$ cat src/logic/nn_cfg.svh
`ifndef NN_CFG_SVH
`define NN_CFG_SVH

//**************************************************************************
// word format and layer sizes
//**************************************************************************

`define DATA_WIDTH 16

`define N_INPUTS   4
`define N_HIDDEN   3
`define N_OUTPUTS  2

`define CLASS_BITS 1     // enough for N_OUTPUTS classes

//**************************************************************************
// fixed weights and biases
//**************************************************************************

// word n sits at bits [n*16 +: 16], so each concatenation lists the
// highest word first; row j of a weight list belongs to neuron j

// hidden neuron 0 : 3, -2, 5, 1    bias 8
// hidden neuron 1 : -4, 7, 2, -3   bias -5
// hidden neuron 2 : 6, 1, -1, 4    bias 0
`define HIDDEN_WEIGHTS { \
	16'sd4,  -16'sd1, 16'sd1,  16'sd6, \
	-16'sd3, 16'sd2,  16'sd7,  -16'sd4, \
	16'sd1,  16'sd5,  -16'sd2, 16'sd3 \
}

`define HIDDEN_BIASES {16'sd0, -16'sd5, 16'sd8}

// output neuron 0 : 2, -1, 3   bias 2
// output neuron 1 : -1, 3, 1   bias 26
`define OUTPUT_WEIGHTS { \
	16'sd1, 16'sd3,  -16'sd1, \
	16'sd3, -16'sd1, 16'sd2 \
}

// all-zero features give 18 on both outputs
`define OUTPUT_BIASES {16'sd26, 16'sd2}

`endif

$ cat src/logic/nnPkg.sv
`default_nettype none

`include "nn_cfg.svh"

package nnPkg;

	//**********************************************************************
	// basic word
	//**********************************************************************

	// two's complement, sums wrap at this width
	typedef logic [`DATA_WIDTH-1:0] dataWord;

	//**********************************************************************
	// vectors between the stages
	//**********************************************************************

	// input features, word 0 is feature 0
	typedef struct packed
	{
		dataWord [`N_INPUTS-1:0] words;
	} featureVec;

	typedef struct packed
	{
		dataWord [`N_HIDDEN-1:0] words;   // hidden layer activations
	} hiddenVec;

	typedef struct packed
	{
		dataWord [`N_OUTPUTS-1:0] words;  // one score per class
	} scoreVec;

	// winning class and its score
	typedef struct packed
	{
		logic [`CLASS_BITS-1:0] classIdx;
		dataWord                score;
	} classResult;

endpackage

`default_nettype wire

$ cat src/logic/neuron.sv
`default_nettype none

// registered multiply-accumulate node with ReLU output
// three register stages, inputs -> sum -> activation
module neuron
	import nnPkg::*;
#(
	parameter int                    NINPUTS = 4,
	parameter dataWord [NINPUTS-1:0] WEIGHTS = '0,  // word i scales input i
	parameter dataWord               BIAS    = '0
)
(
	input  logic                  clk,
	input  logic                  reset,
	input  dataWord [NINPUTS-1:0] inputs,
	output dataWord               activation
);

	localparam int SIGN_BIT = $bits(dataWord) - 1;

	dataWord [NINPUTS-1:0] inputsReg;   // stage 1
	dataWord [NINPUTS-1:0] products;
	dataWord               sumNext;
	dataWord               sumReg;      // stage 2
	dataWord               reluNext;

	//**********************************************************************
	// products and sum
	//**********************************************************************

	// keep only the low word of each product
	always_comb
	begin
		for (int i = 0; i < NINPUTS; i++)
		begin
			products[i] = dataWord'(inputsReg[i] * WEIGHTS[i]);
		end
	end

	always_comb
	begin
		sumNext = BIAS;
		for (int i = 0; i < NINPUTS; i++)
		begin
			sumNext = sumNext + products[i];   // wraps mod 2^16
		end
	end

	//**********************************************************************
	// ReLU
	//**********************************************************************

	// negative sums clamp to zero
	always_comb
	begin
		if (sumReg[SIGN_BIT])
		begin
			reluNext = '0;
		end
		else
		begin
			reluNext = sumReg;
		end
	end

	//**********************************************************************
	// pipeline registers
	//**********************************************************************

	always_ff @(posedge clk)
	begin
		if (reset)
		begin
			inputsReg  <= '0;
			sumReg     <= '0;
			activation <= '0;
		end
		else
		begin
			inputsReg  <= inputs;
			sumReg     <= sumNext;
			activation <= reluNext;   // stage 3
		end
	end

endmodule

`default_nettype wire

$ cat src/logic/denseLayer.sv
`default_nettype none

// fully connected layer
// every neuron sees the whole input vector, all run side by side
module denseLayer
	import nnPkg::*;
#(
	parameter int                                NINPUTS  = 4,
	parameter int                                NNEURONS = 3,
	// row n, words n*NINPUTS .. n*NINPUTS+NINPUTS-1, feeds neuron n
	parameter dataWord [NNEURONS*NINPUTS-1:0] WEIGHTS  = '0,
	parameter dataWord [NNEURONS-1:0]          BIASES   = '0
)
(
	input  logic                   clk,
	input  logic                   reset,
	input  dataWord [NINPUTS-1:0]  inputs,
	output dataWord [NNEURONS-1:0] activations
);

	//**********************************************************************
	// one neuron per output word
	//**********************************************************************

	genvar n;

	generate
		for (n = 0; n < NNEURONS; n++)
		begin : g_neuron
			// slice out this neuron's weight row
			localparam dataWord [NINPUTS-1:0] ROW_WEIGHTS =
				WEIGHTS[n*NINPUTS +: NINPUTS];

			neuron #(
				.NINPUTS (NINPUTS),
				.WEIGHTS (ROW_WEIGHTS),
				.BIAS    (BIASES[n])
			) u_neuron (
				.clk        (clk),
				.reset      (reset),
				.inputs     (inputs),
				.activation (activations[n])
			);
		end
	endgenerate

endmodule

`default_nettype wire

$ cat src/logic/classArgmax.sv
`default_nettype none

`include "nn_cfg.svh"

// picks the largest output score, one register stage
module classArgmax
	import nnPkg::*;
(
	input  logic       clk,
	input  logic       reset,
	input  scoreVec    scores,
	output classResult result
);

	logic [`CLASS_BITS-1:0] bestIdx;
	dataWord                bestScore;
	classResult             bestNext;

	//**********************************************************************
	// comparison
	//**********************************************************************

	// scores come out of ReLU so unsigned compare is enough
	// strict greater keeps the lower index on a tie
	always_comb
	begin
		bestIdx   = '0;
		bestScore = scores.words[0];
		for (int i = 1; i < `N_OUTPUTS; i++)
		begin
			if (scores.words[i] > bestScore)
			begin
				bestIdx   = i[`CLASS_BITS-1:0];
				bestScore = scores.words[i];
			end
		end
	end

	always_comb
	begin
		bestNext.classIdx = bestIdx;
		bestNext.score    = bestScore;
	end

	//**********************************************************************
	// output register
	//**********************************************************************

	always_ff @(posedge clk)
	begin
		if (reset)
		begin
			result <= '0;   // class 0, score 0
		end
		else
		begin
			result <= bestNext;
		end
	end

endmodule

`default_nettype wire

$ cat src/logic/mlpClassifier.sv
`default_nettype none

`include "nn_cfg.svh"

// two-layer fixed-weight classifier
// scores trail features by 6 cycles, result by 7
module mlpClassifier
	import nnPkg::*;
(
	input  logic       clk,
	input  logic       reset,
	input  featureVec  features,
	output scoreVec    scores,
	output classResult result
);

	hiddenVec hidden;   // hidden activations, 3 cycles behind features

	//**********************************************************************
	// hidden layer
	//**********************************************************************

	denseLayer #(
		.NINPUTS  (`N_INPUTS),
		.NNEURONS (`N_HIDDEN),
		.WEIGHTS  (`HIDDEN_WEIGHTS),
		.BIASES   (`HIDDEN_BIASES)
	) hiddenLayer (
		.clk         (clk),
		.reset       (reset),
		.inputs      (features.words),
		.activations (hidden.words)
	);

	//**********************************************************************
	// output layer and class pick
	//**********************************************************************

	denseLayer #(
		.NINPUTS  (`N_HIDDEN),
		.NNEURONS (`N_OUTPUTS),
		.WEIGHTS  (`OUTPUT_WEIGHTS),
		.BIASES   (`OUTPUT_BIASES)
	) outputLayer (
		.clk         (clk),
		.reset       (reset),
		.inputs      (hidden.words),
		.activations (scores.words)
	);

	classArgmax u_classArgmax (
		.clk    (clk),
		.reset  (reset),
		.scores (scores),
		.result (result)    // one cycle after scores
	);

endmodule

`default_nettype wire

$ cat config.mk
export PLATFORM = sky130hd
export DESIGN_NAME = mlpClassifier
export DESIGN_NICKNAME = d
export VERILOG_FILES = /design/src/logic/nnPkg.sv /design/src/logic/neuron.sv /design/src/logic/denseLayer.sv /design/src/logic/classArgmax.sv /design/src/logic/mlpClassifier.sv
export VERILOG_INCLUDE_DIRS = /design/src /design/src/logic
export SDC_FILE = /design/constraint.sdc
export NUM_CORES = 1
export LEC_CHECK = 0
export ABC_AREA = 1
export BUFFER_PORTS_ARGS = -buffer_cell sky130_fd_sc_hd__buf_4
export CAP_MARGIN = 20
export CORE_MARGIN = 5
export CORE_UTILIZATION = 30
export CTS_CLUSTER_DIAMETER = 30
export DETAILED_ROUTE_END_ITERATION = 8
export PLACE_DENSITY = 0.51
export SLEW_MARGIN = 20
export SYNTH_ARGS = -nofsm -noshare
export SYNTH_HDL_FRONTEND = slang
export SYNTH_SLANG_ARGS = --single-unit
export TNS_END_PERCENT = 5
$ cat constraint.sdc
create_clock -name clk -period 7.62 [get_ports clk]
set_input_delay 0.762 -clock clk [delete_from_list [all_inputs] [get_ports clk]]
set_output_delay 0.762 -clock clk [all_outputs]
set_load 0.1 [all_outputs]
# Word-level counts from Yosys, hierarchy flattened
# Index checks and enable logic that the tools add are counted.
[word_totals]
register_bits = 289
input_bits = 66
output_inout_bits = 49
[op_classes]
multipliers = 12
n_mux = 2
n_lt_le_gt_ge = 1
n_reduce_logical = 5
add_sub_neg = 17
[ops]
columns = ["operator", "n"]
rows = [
  ["adder 16 bit", 13],
  ["multiplier 16 x 1 -> 16 bit, second input constant", 3],
  ["multiplier 16 x 2 -> 16 bit, second input constant", 3],
  ["multiplier 16 x 3 -> 16 bit, second input constant", 3],
  ["adder 16 bit, first input constant", 1],
  ["adder 2 x 16 -> 16 bit, first input constant", 1],
  ["adder 4 x 16 -> 16 bit, first input constant", 1],
  ["adder 5 x 16 -> 16 bit, first input constant", 1],
  ["> comparator 16 bit", 1],
  ["multiplier 16 x 14 -> 14 bit, second input constant", 1],
  ["multiplier 16 x 15 -> 15 bit, second input constant", 1],
  ["multiplier 16 x 2 -> 15 bit, second input constant", 1],
  ["two-way mux 16 bit", 1],
  ["OR reduction 2 bit", 5],
  ["two-way mux 1 bit", 1],
]

# Longest topological paths before layout
# Gate-level depths: netlist of run 1.
[logic_depth]
ltp_word = 5
ltp_mapped = 40
depth_no_buf = 40

# Cells and area by module
# Synthesis of run 1 repeated with hierarchy kept, for this count alone.
[unflattened]
cells_unflattened = 3625
hier_area_um2 = 29265.6
[by_module_without_submodules]
columns = ["module", "area_each_um2", "cells_each", "n_inst"]
rows = [
  ["neuron (hiddenLayer.g_neuron[1].u_neuron)", 7711.1, 926, 1],
  ["neuron (hiddenLayer.g_neuron[0].u_neuron)", 7458.4, 877, 1],
  ["neuron (hiddenLayer.g_neuron[2].u_neuron)", 4673.2, 597, 1],
  ["neuron (outputLayer.g_neuron[1].u_neuron)", 4058.9, 515, 1],
  ["neuron (outputLayer.g_neuron[0].u_neuron)", 4016.4, 534, 1],
  ["classArgmax", 1347.5, 176, 1],
]

# Worst setup path before layout of run 1
# No wires, ideal clock.
[synth_path]
path_type = "register to register"
start = "register, netlist name hiddenLayer.g_neuron[0].u_neuron.inputsReg[5]"
end = "register hiddenLayer.g_neuron[1].u_neuron.sumReg[15]"
slack_ps = -553
required_time_ps = 7495
synth_period_minus_slack_ps = 8173
path_buffers = 0
t_arrival_ps = 8047
stages_incl_launch_ff = 39
cell_sequence = "dfxtp_1 > inv_1 > fa_1 > fa_1 > fa_1 > fa_1 > inv_1 > fa_1 > inv_1 > fa_1 > inv_1 > ha_1 > nand2_1 > nor3_1 > nand2_1 > o211ai_1 > a21o_1 > a21oi_1 > (+3 left out) > fa_1 > fa_1 > inv_1 > fa_1 > inv_1 > ha_1 > nand2_1 > nor2_1 > nor3b_2 > nand2_1 > nand2_1 > nand2_1 > nand2_1 > nand2_1 > nand2_1 > nand3_1 > nand2_1 > nor2_2"
[synth_rtl]
columns = ["element", "line", "source"]
rows = [
  ["to (signal assigned)", "neuron.sv:81", "sumReg <= sumNext;"],
  ["to (decl)", "neuron.sv:24", "dataWord sumReg;"],
]

==> impl_results.md, run 1 <==
* Pre-antenna DRT Iters at 5
* Tmin final at 7940 ps
* Crit share post-route at 1.04
* Cell Area, Synth at 0.0228 mm²
* I/O Buffers at 111
* Achievable Freq at 0.126 GHz
* Largest net degree at the start of global routing at 74
* Count leader, synth: inv_1
* Row Count at 101
* CP Launch Type: flip-flop
* Final setup violation count at 3
* WP data arrival at 8400 ps
* Most used DFF post-synth: dfxtp_1
* Register area share after synthesis at 0.246
* Routability cong. at 0.885
* Setup tns final at -544 ps
* Biggest area consumer among synthesized cells: fa_1
* Post-synth EDFFs at 0
* Fillers at 7,864
* Worst-Skew Late Latency at 620 ps
* Starting DRT DRC Count at 570
* Congestion Overflow GR at 0
* Final Skew at 44.1 ps
* Cell variety after synth at 52
* Max incr delay on CP at 570 ps
* First-pass GRT wire length at 91,400 µm
* Via count at 16,600
* Failing checks: setup timing
* Global Route Usage Sum at 0.142
* Critical path's slowest cell: fa_2
* Most common library cells after synthesis: inv_1, fa_1, nor2_1, dfxtp_1, nand2_1
* Hpwl dp at 48,700 µm
* DR WL/cell at 14.3 µm
* Nets at 3,557
* Share of flip-flops with an asynchronous set or reset at 0
* Yosys warns at 0
* Drt drc at 0
* I/O Pins at 115
* CP endpoint kind: flip-flop
* Rel. slew slack at 0.424
* Setup WS pre-CTS at -445 ps
* Synthesized flop and latch total at 280
* Clock slew seen by the registers of the worst setup and hold paths at 50 ps
* Synth area leaders: fa_1, dfxtp_1, ha_1
* CTS tree: built
* Core area at 0.0756 mm²
* Clock Path Buffers at 3
* Final Hold Fails at 0
* Crit-path max FO at 4
* Crit Path Category: reg2reg
* Layout cells sized above 1 at 0.139
* H-tree Lvls at 2
* Initial Util at 0.301
* Vias in the first global route at 17,400
* Synth Instances at 2,672
* Post-route ant nets at 0
* Post-Route WL at 56,600 µm
* Root buffer cell: clkbuf_16
* Worst slew pin tran at 864 ps
* Die Height at 285 µm
* Initial antenna violation count at 0
* Required time of the critical path at 8080 ps
* CTS Sinks at 280
* Vias per inst at 4.18
* Die area at 0.0815 mm²
* RSZ-0062 raised after global routing: yes
* Worst min path class: in2reg
* Status: finished with violations
* CTS buffer count at 55
* Die width at 285 µm
* Fin. max-slew vios at 0
* Max-Cap Viols at 0
* Worst setup margin at -319 ps
* Diode count at 0
* Yosys top cell area share at 0.263
* Area grow syn2layout at 22.3%
* Avg Cell Area, Syn at 8.52 µm²
logic make-up (layout without fill, tap and decap cells):
kind of cell / after synthesis / in the layout / share of synthesized area
flops: 280 / 280 / 0.246
other cells: 1 / 3 / 0.000165
compound gates: 292 / 292 / 0.0726
xor+xnor: 68 / 68 / 0.0262
simple gates: 672 / 672 / 0.122
fa+ha+maj: 543 / 543 / 0.397
buf+inv: 816 / 1130 / 0.136
critical path: cells and delay by family, from the launching register on:
family	cells	cell delay [ps]
buffers and inverters	7	520
AO/OA/AOI/OAI	4	500
adder cells (fa/ha/maj)	12	5290
flip-flops	1	350
XOR/XNOR	1	130
AND/OR/NAND/NOR	13	970
layout by cell type, fill, tap and decap left out, types with 8 or more instances in the layout:
cell,Yosys,routed
inv_1,773,763
fa_1,299,297
nor2_1,290,289
dfxtp_1,280,273
nand2_1,265,262
buf_4,4,257
ha_1,244,234
a21oi_1,154,148
o21ai_0,70,67
clkbuf_16,0,55
nand3_1,55,54
xor2_1,38,37
xnor2_1,30,28
nand3b_1,25,25
o21a_1,13,13
a21o_1,12,12
inv_2,2,11
nor3_1,13,10
clkbuf_8,0,9
o21ai_1,6,8
a21oi_2,2,8
a31oi_1,9,8
ha_4,0,8
final timing paths:
check	start	to	slack, ps	cells after the start
hold / removal	features[19]	hiddenLayer.g_neuron[0].u_neuron.inputsReg[19]	350	3
hold reg to reg	hiddenLayer.g_neuron[0].u_neuron.sumReg[7]	hiddenLayer.g_neuron[0].u_neuron.activation[7]	370	2
setup / recovery	hiddenLayer.g_neuron[0].u_neuron.inputsReg[6]	hiddenLayer.g_neuron[1].u_neuron.sumReg[15]	-320	37
setup reg to reg	hiddenLayer.g_neuron[0].u_neuron.inputsReg[6]	hiddenLayer.g_neuron[1].u_neuron.sumReg[15]	-320	37
state kept, by name, indices dropped and copies added (netlist names):
signal / cells
outputLayer.g_neuron.u_neuron.inputsReg: 45
outputLayer.g_neuron.u_neuron.activation: 30
hiddenLayer.g_neuron.u_neuron.sumReg: 48
hiddenLayer.g_neuron.u_neuron.activation: 45
hiddenLayer.g_neuron.u_neuron.inputsReg: 64
u_classArgmax.result: 16
outputLayer.g_neuron.u_neuron.sumReg: 32
layer usage:
| metal | global-route usage | routed length [µm] | vias up |
|---|---|---|---|
| met5 | 0 | 0 | - |
| met4 | 0.0441 | 1680 | 0 |
| met3 | 0.0251 | 2410 | 87 |
| met2 | 0.263 | 28600 | 264 |
| met1 | 0.167 | 23900 | 7721 |
| li1 | - | - | 8513 |
per-stage QoR:
step	instance area, µm²	hold slack, ps	util	std cells
2_1_floorplan	22800	388	-	2674
3_3_place_gp	25800	390	0.341	3868
3_5_place_dp	25800	393	0.341	3868
4_1_cts	27700	305	0.367	3966
5_1_grt	27900	320	0.369	3966
6_report	27900	349	0.369	3966
final cells by class:
cell class	instances	area, µm²	share of cell area
clock inverters	26	344	0.0124
inverters	775	2910	0.105
multi-input cells	1578	14300	0.512
repair buffers	258	1950	0.0700
clock buffers	71	1530	0.0548
well taps	978	1220	0.0439
flip-flops and latches	280	5620	0.202
what timing repair did:
action,4_1_cts,5_1_grt
hold buffers,0,0
gates resized for setup,20,23
setup buffers,1,0
gates cloned,0,0
endpoints found under the setup margin,4,11
hold endpoints to repair,0,0
pin swaps,6,5
Power of run 1 is left out: the tool's default activity adds up to more than one toggle a clock period on the data nets, which glitch-free logic cannot reach.
==> run 2, diff against run 1 <==
CORE_UTILIZATION = 40   (was 30)
PLACE_DENSITY = 0.63   (was 0.51)
==> run 2 against run 1 <==
  * The flow still finishes with violations (setup timing)
  * Critical endpoint unchanged
  * Routed wire length decreased by 3.0%
  * Via count up 2.9%
  * Largest cell class unchanged
  * Global-route usage grew 3.9 points
  * Flip-flop and latch count did not move
  * Clock skew fell by 21 ps
  * Clock-buffer cell count up 3
  * Sequential share of layout area up 0.23 points
  * Die area down 24%
  * Critical path depth up 1
  * Worst hold slack got worse by 2.8 ps
==> impl_results.md, run 2 (synthesized netlist as in run 1, its figures left out) <==
* Status: finished with violations (unchanged)
* Failing checks: setup timing (unchanged)
* Die area at 0.0618 mm² (was 0.0815 mm²)
* Top reg by flops: hiddenLayer.g_neuron.u_neuron.inputsReg (unchanged)
* CTS Sinks at 280 (unchanged)
* Worst min path class: in2reg (unchanged)
* Post-Route WL at 54,900 µm (was 56,600 µm)
* Worst setup margin at -289 ps (was -319 ps)
* Tmin final at 7910 ps (was 7940 ps)
* Commonest non-fill, non-tap cells in the layout: inv_1, fa_1, nor2_1 (unchanged)
* Final core occ at 0.489 (was 0.369)
* Core area at 0.0564 mm² (was 0.0756 mm²)
* Nets at 3,541 (was 3,557)
* Congestion Overflow GR at 0 (unchanged)
* Drt drc at 0 (unchanged)
* Total setup buffers inserted after CTS at 0 (was 1)
* Post-DP Area at 0.0254 mm² (was 0.0258 mm²)
* I/O Pins at 115 (unchanged)
* Achievable Freq at 0.126 GHz (about the same)
* H-tree Lvls at 2 (unchanged)
* Most common cell after layout, fill and taps aside: inv_1 (unchanged)
* Max reg flops at 64 (unchanged)
* Dpl cells at 3,626 (was 3,868)
* Diode count at 0 (unchanged)
* Setup WS pre-CTS at -460 ps (was -445 ps)
* Critical path's slowest cell: fa_1 (was fa_2)
* R2R setup slack at -290 ps (was -320 ps)
* Worst-Skew Late Latency at 620 ps (about the same)
* Crit Path Category: reg2reg (unchanged)
* CTS tree: built (unchanged)
* Pre-antenna DRT Iters at 5 (unchanged)
* Fin. max-slew vios at 0 (unchanged)
* Initial Util at 0.404 (was 0.301)
* CP Launch Type: flip-flop (unchanged)
* First-pass GRT wire length at 91,500 µm (was 91,400 µm)
* Die Height at 249 µm (was 285 µm)
* Layout cells sized above 1 at 0.135 (was 0.139)
* CP endpoint kind: flip-flop (unchanged)
* Layout Cells excl Fill at 3,740 (was 3,966)
* Initial antenna violation count at 0 (unchanged)
* Hold Buf Count CTS at 0 (unchanged)
* Die width at 249 µm (was 285 µm)
* WP data arrival at 8380 ps (was 8400 ps)
* Clock slew seen by the registers of the worst setup and hold paths at 50 ps (about the same)
* Largest regs: hiddenLayer.g_neuron.u_neuron.inputsReg (64), hiddenLayer.g_neuron.u_neuron.sumReg (48) (unchanged)
* CTS buffer count at 60 (was 55)
* Global Route Usage Sum at 0.181 (was 0.142)
* Final setup violation count at 2 (was 3)
* RSZ-0062 raised after global routing: yes (unchanged)
* Vias in the first global route at 18,400 (was 17,400)
* Clock Path Buffers at 3 (unchanged)
* DR WL/cell at 14.7 µm (was 14.3 µm)
* Routability cong. at 0.949 (was 0.885)
* I/O Buffers at 111 (unchanged)
* Row Count at 87 (was 101)
* Root buffer cell: clkbuf_16 (unchanged)
* Final Skew at 23.0 ps (was 44.1 ps)
* Crit-path max FO at 3 (was 4)
* Required time of the critical path at 8090 ps (was 8080 ps)
* Final Hold Fails at 0 (unchanged)
* Starting DRT DRC Count at 706 (was 570)
* Vias per inst at 4.56 (was 4.18)
* Post-route ant nets at 0 (unchanged)
* Largest net degree at the start of global routing at 67 (was 74)
* Via count at 17,100 (was 16,600)
* Rel. slew slack at 0.346 (was 0.424)
* Fin area at 0.0276 mm² (was 0.0279 mm²)
* Max incr delay on CP at 560 ps (was 570 ps)
* Worst slew pin tran at 974 ps (was 864 ps)
* Crit share post-route at 1.04 (about the same)
* Hpwl dp at 47,100 µm (was 48,700 µm)
* Max-Cap Viols at 0 (unchanged)
* Area grow syn2layout at 21.1% (was 22.3%)
[run 2: timing repair]
action                                  CTS  global route
pin swaps                                 8             7
gates resized for setup                  16            18
endpoints found under the setup margin    4            10
gates cloned                              0             0
[run 2: metal layers]
layer	vias up	track usage	part of all wire
met1	8111	0.209	0.41
met4	0	0.0719	0.046
met3	120	0.0297	0.039
met2	342	0.335	0.51
met5	-	0	0
li1	8497	-	-
[run 2: final timing paths]
| kind | start | to | cells after the start |
|---|---|---|---|
| max | hiddenLayer.g_neuron[0].u_neuron.inputsReg[7] | hiddenLayer.g_neuron[1].u_neuron.sumReg[15] | 38 |
| min | features[19] | hiddenLayer.g_neuron[0].u_neuron.inputsReg[19] | 3 |
| max reg2reg | hiddenLayer.g_neuron[0].u_neuron.inputsReg[7] | hiddenLayer.g_neuron[1].u_neuron.sumReg[15] | 38 |
| min reg2reg | hiddenLayer.g_neuron[1].u_neuron.activation[9] | outputLayer.g_neuron[0].u_neuron.inputsReg[25] | 2 |
[run 2: worst max-delay path: cells and delay by family (launching register included)]
family,cells,cell delay (ps)
adder cells (fa/ha/maj),12,5300
AND/OR/NAND/NOR,15,1060
AO/OA/AOI/OAI,3,500
buffers and inverters,7,380
flip-flops,1,340
XOR/XNOR,1,200
[run 2: area by class of cell]
class                   count  area [µm²]
multi-input cells        1578       14200
clock buffers              74        1630
well taps                 756         946
flip-flops and latches    280        5630
fillers                  5437       28800
clock inverters            40         442
inverters                 775        2910
repair buffers            237        1790
[run 2: per-stage QoR]
stage | hold WS [ps] | setup TNS (ps)
2_1_floorplan | 388 | -113
3_3_place_gp | 390 | -882
3_5_place_dp | 392 | -1050
4_1_cts | 317 | -563
5_1_grt | 316 | -2480
6_report | 347 | -386
Power of run 2 is left out for the same reason.
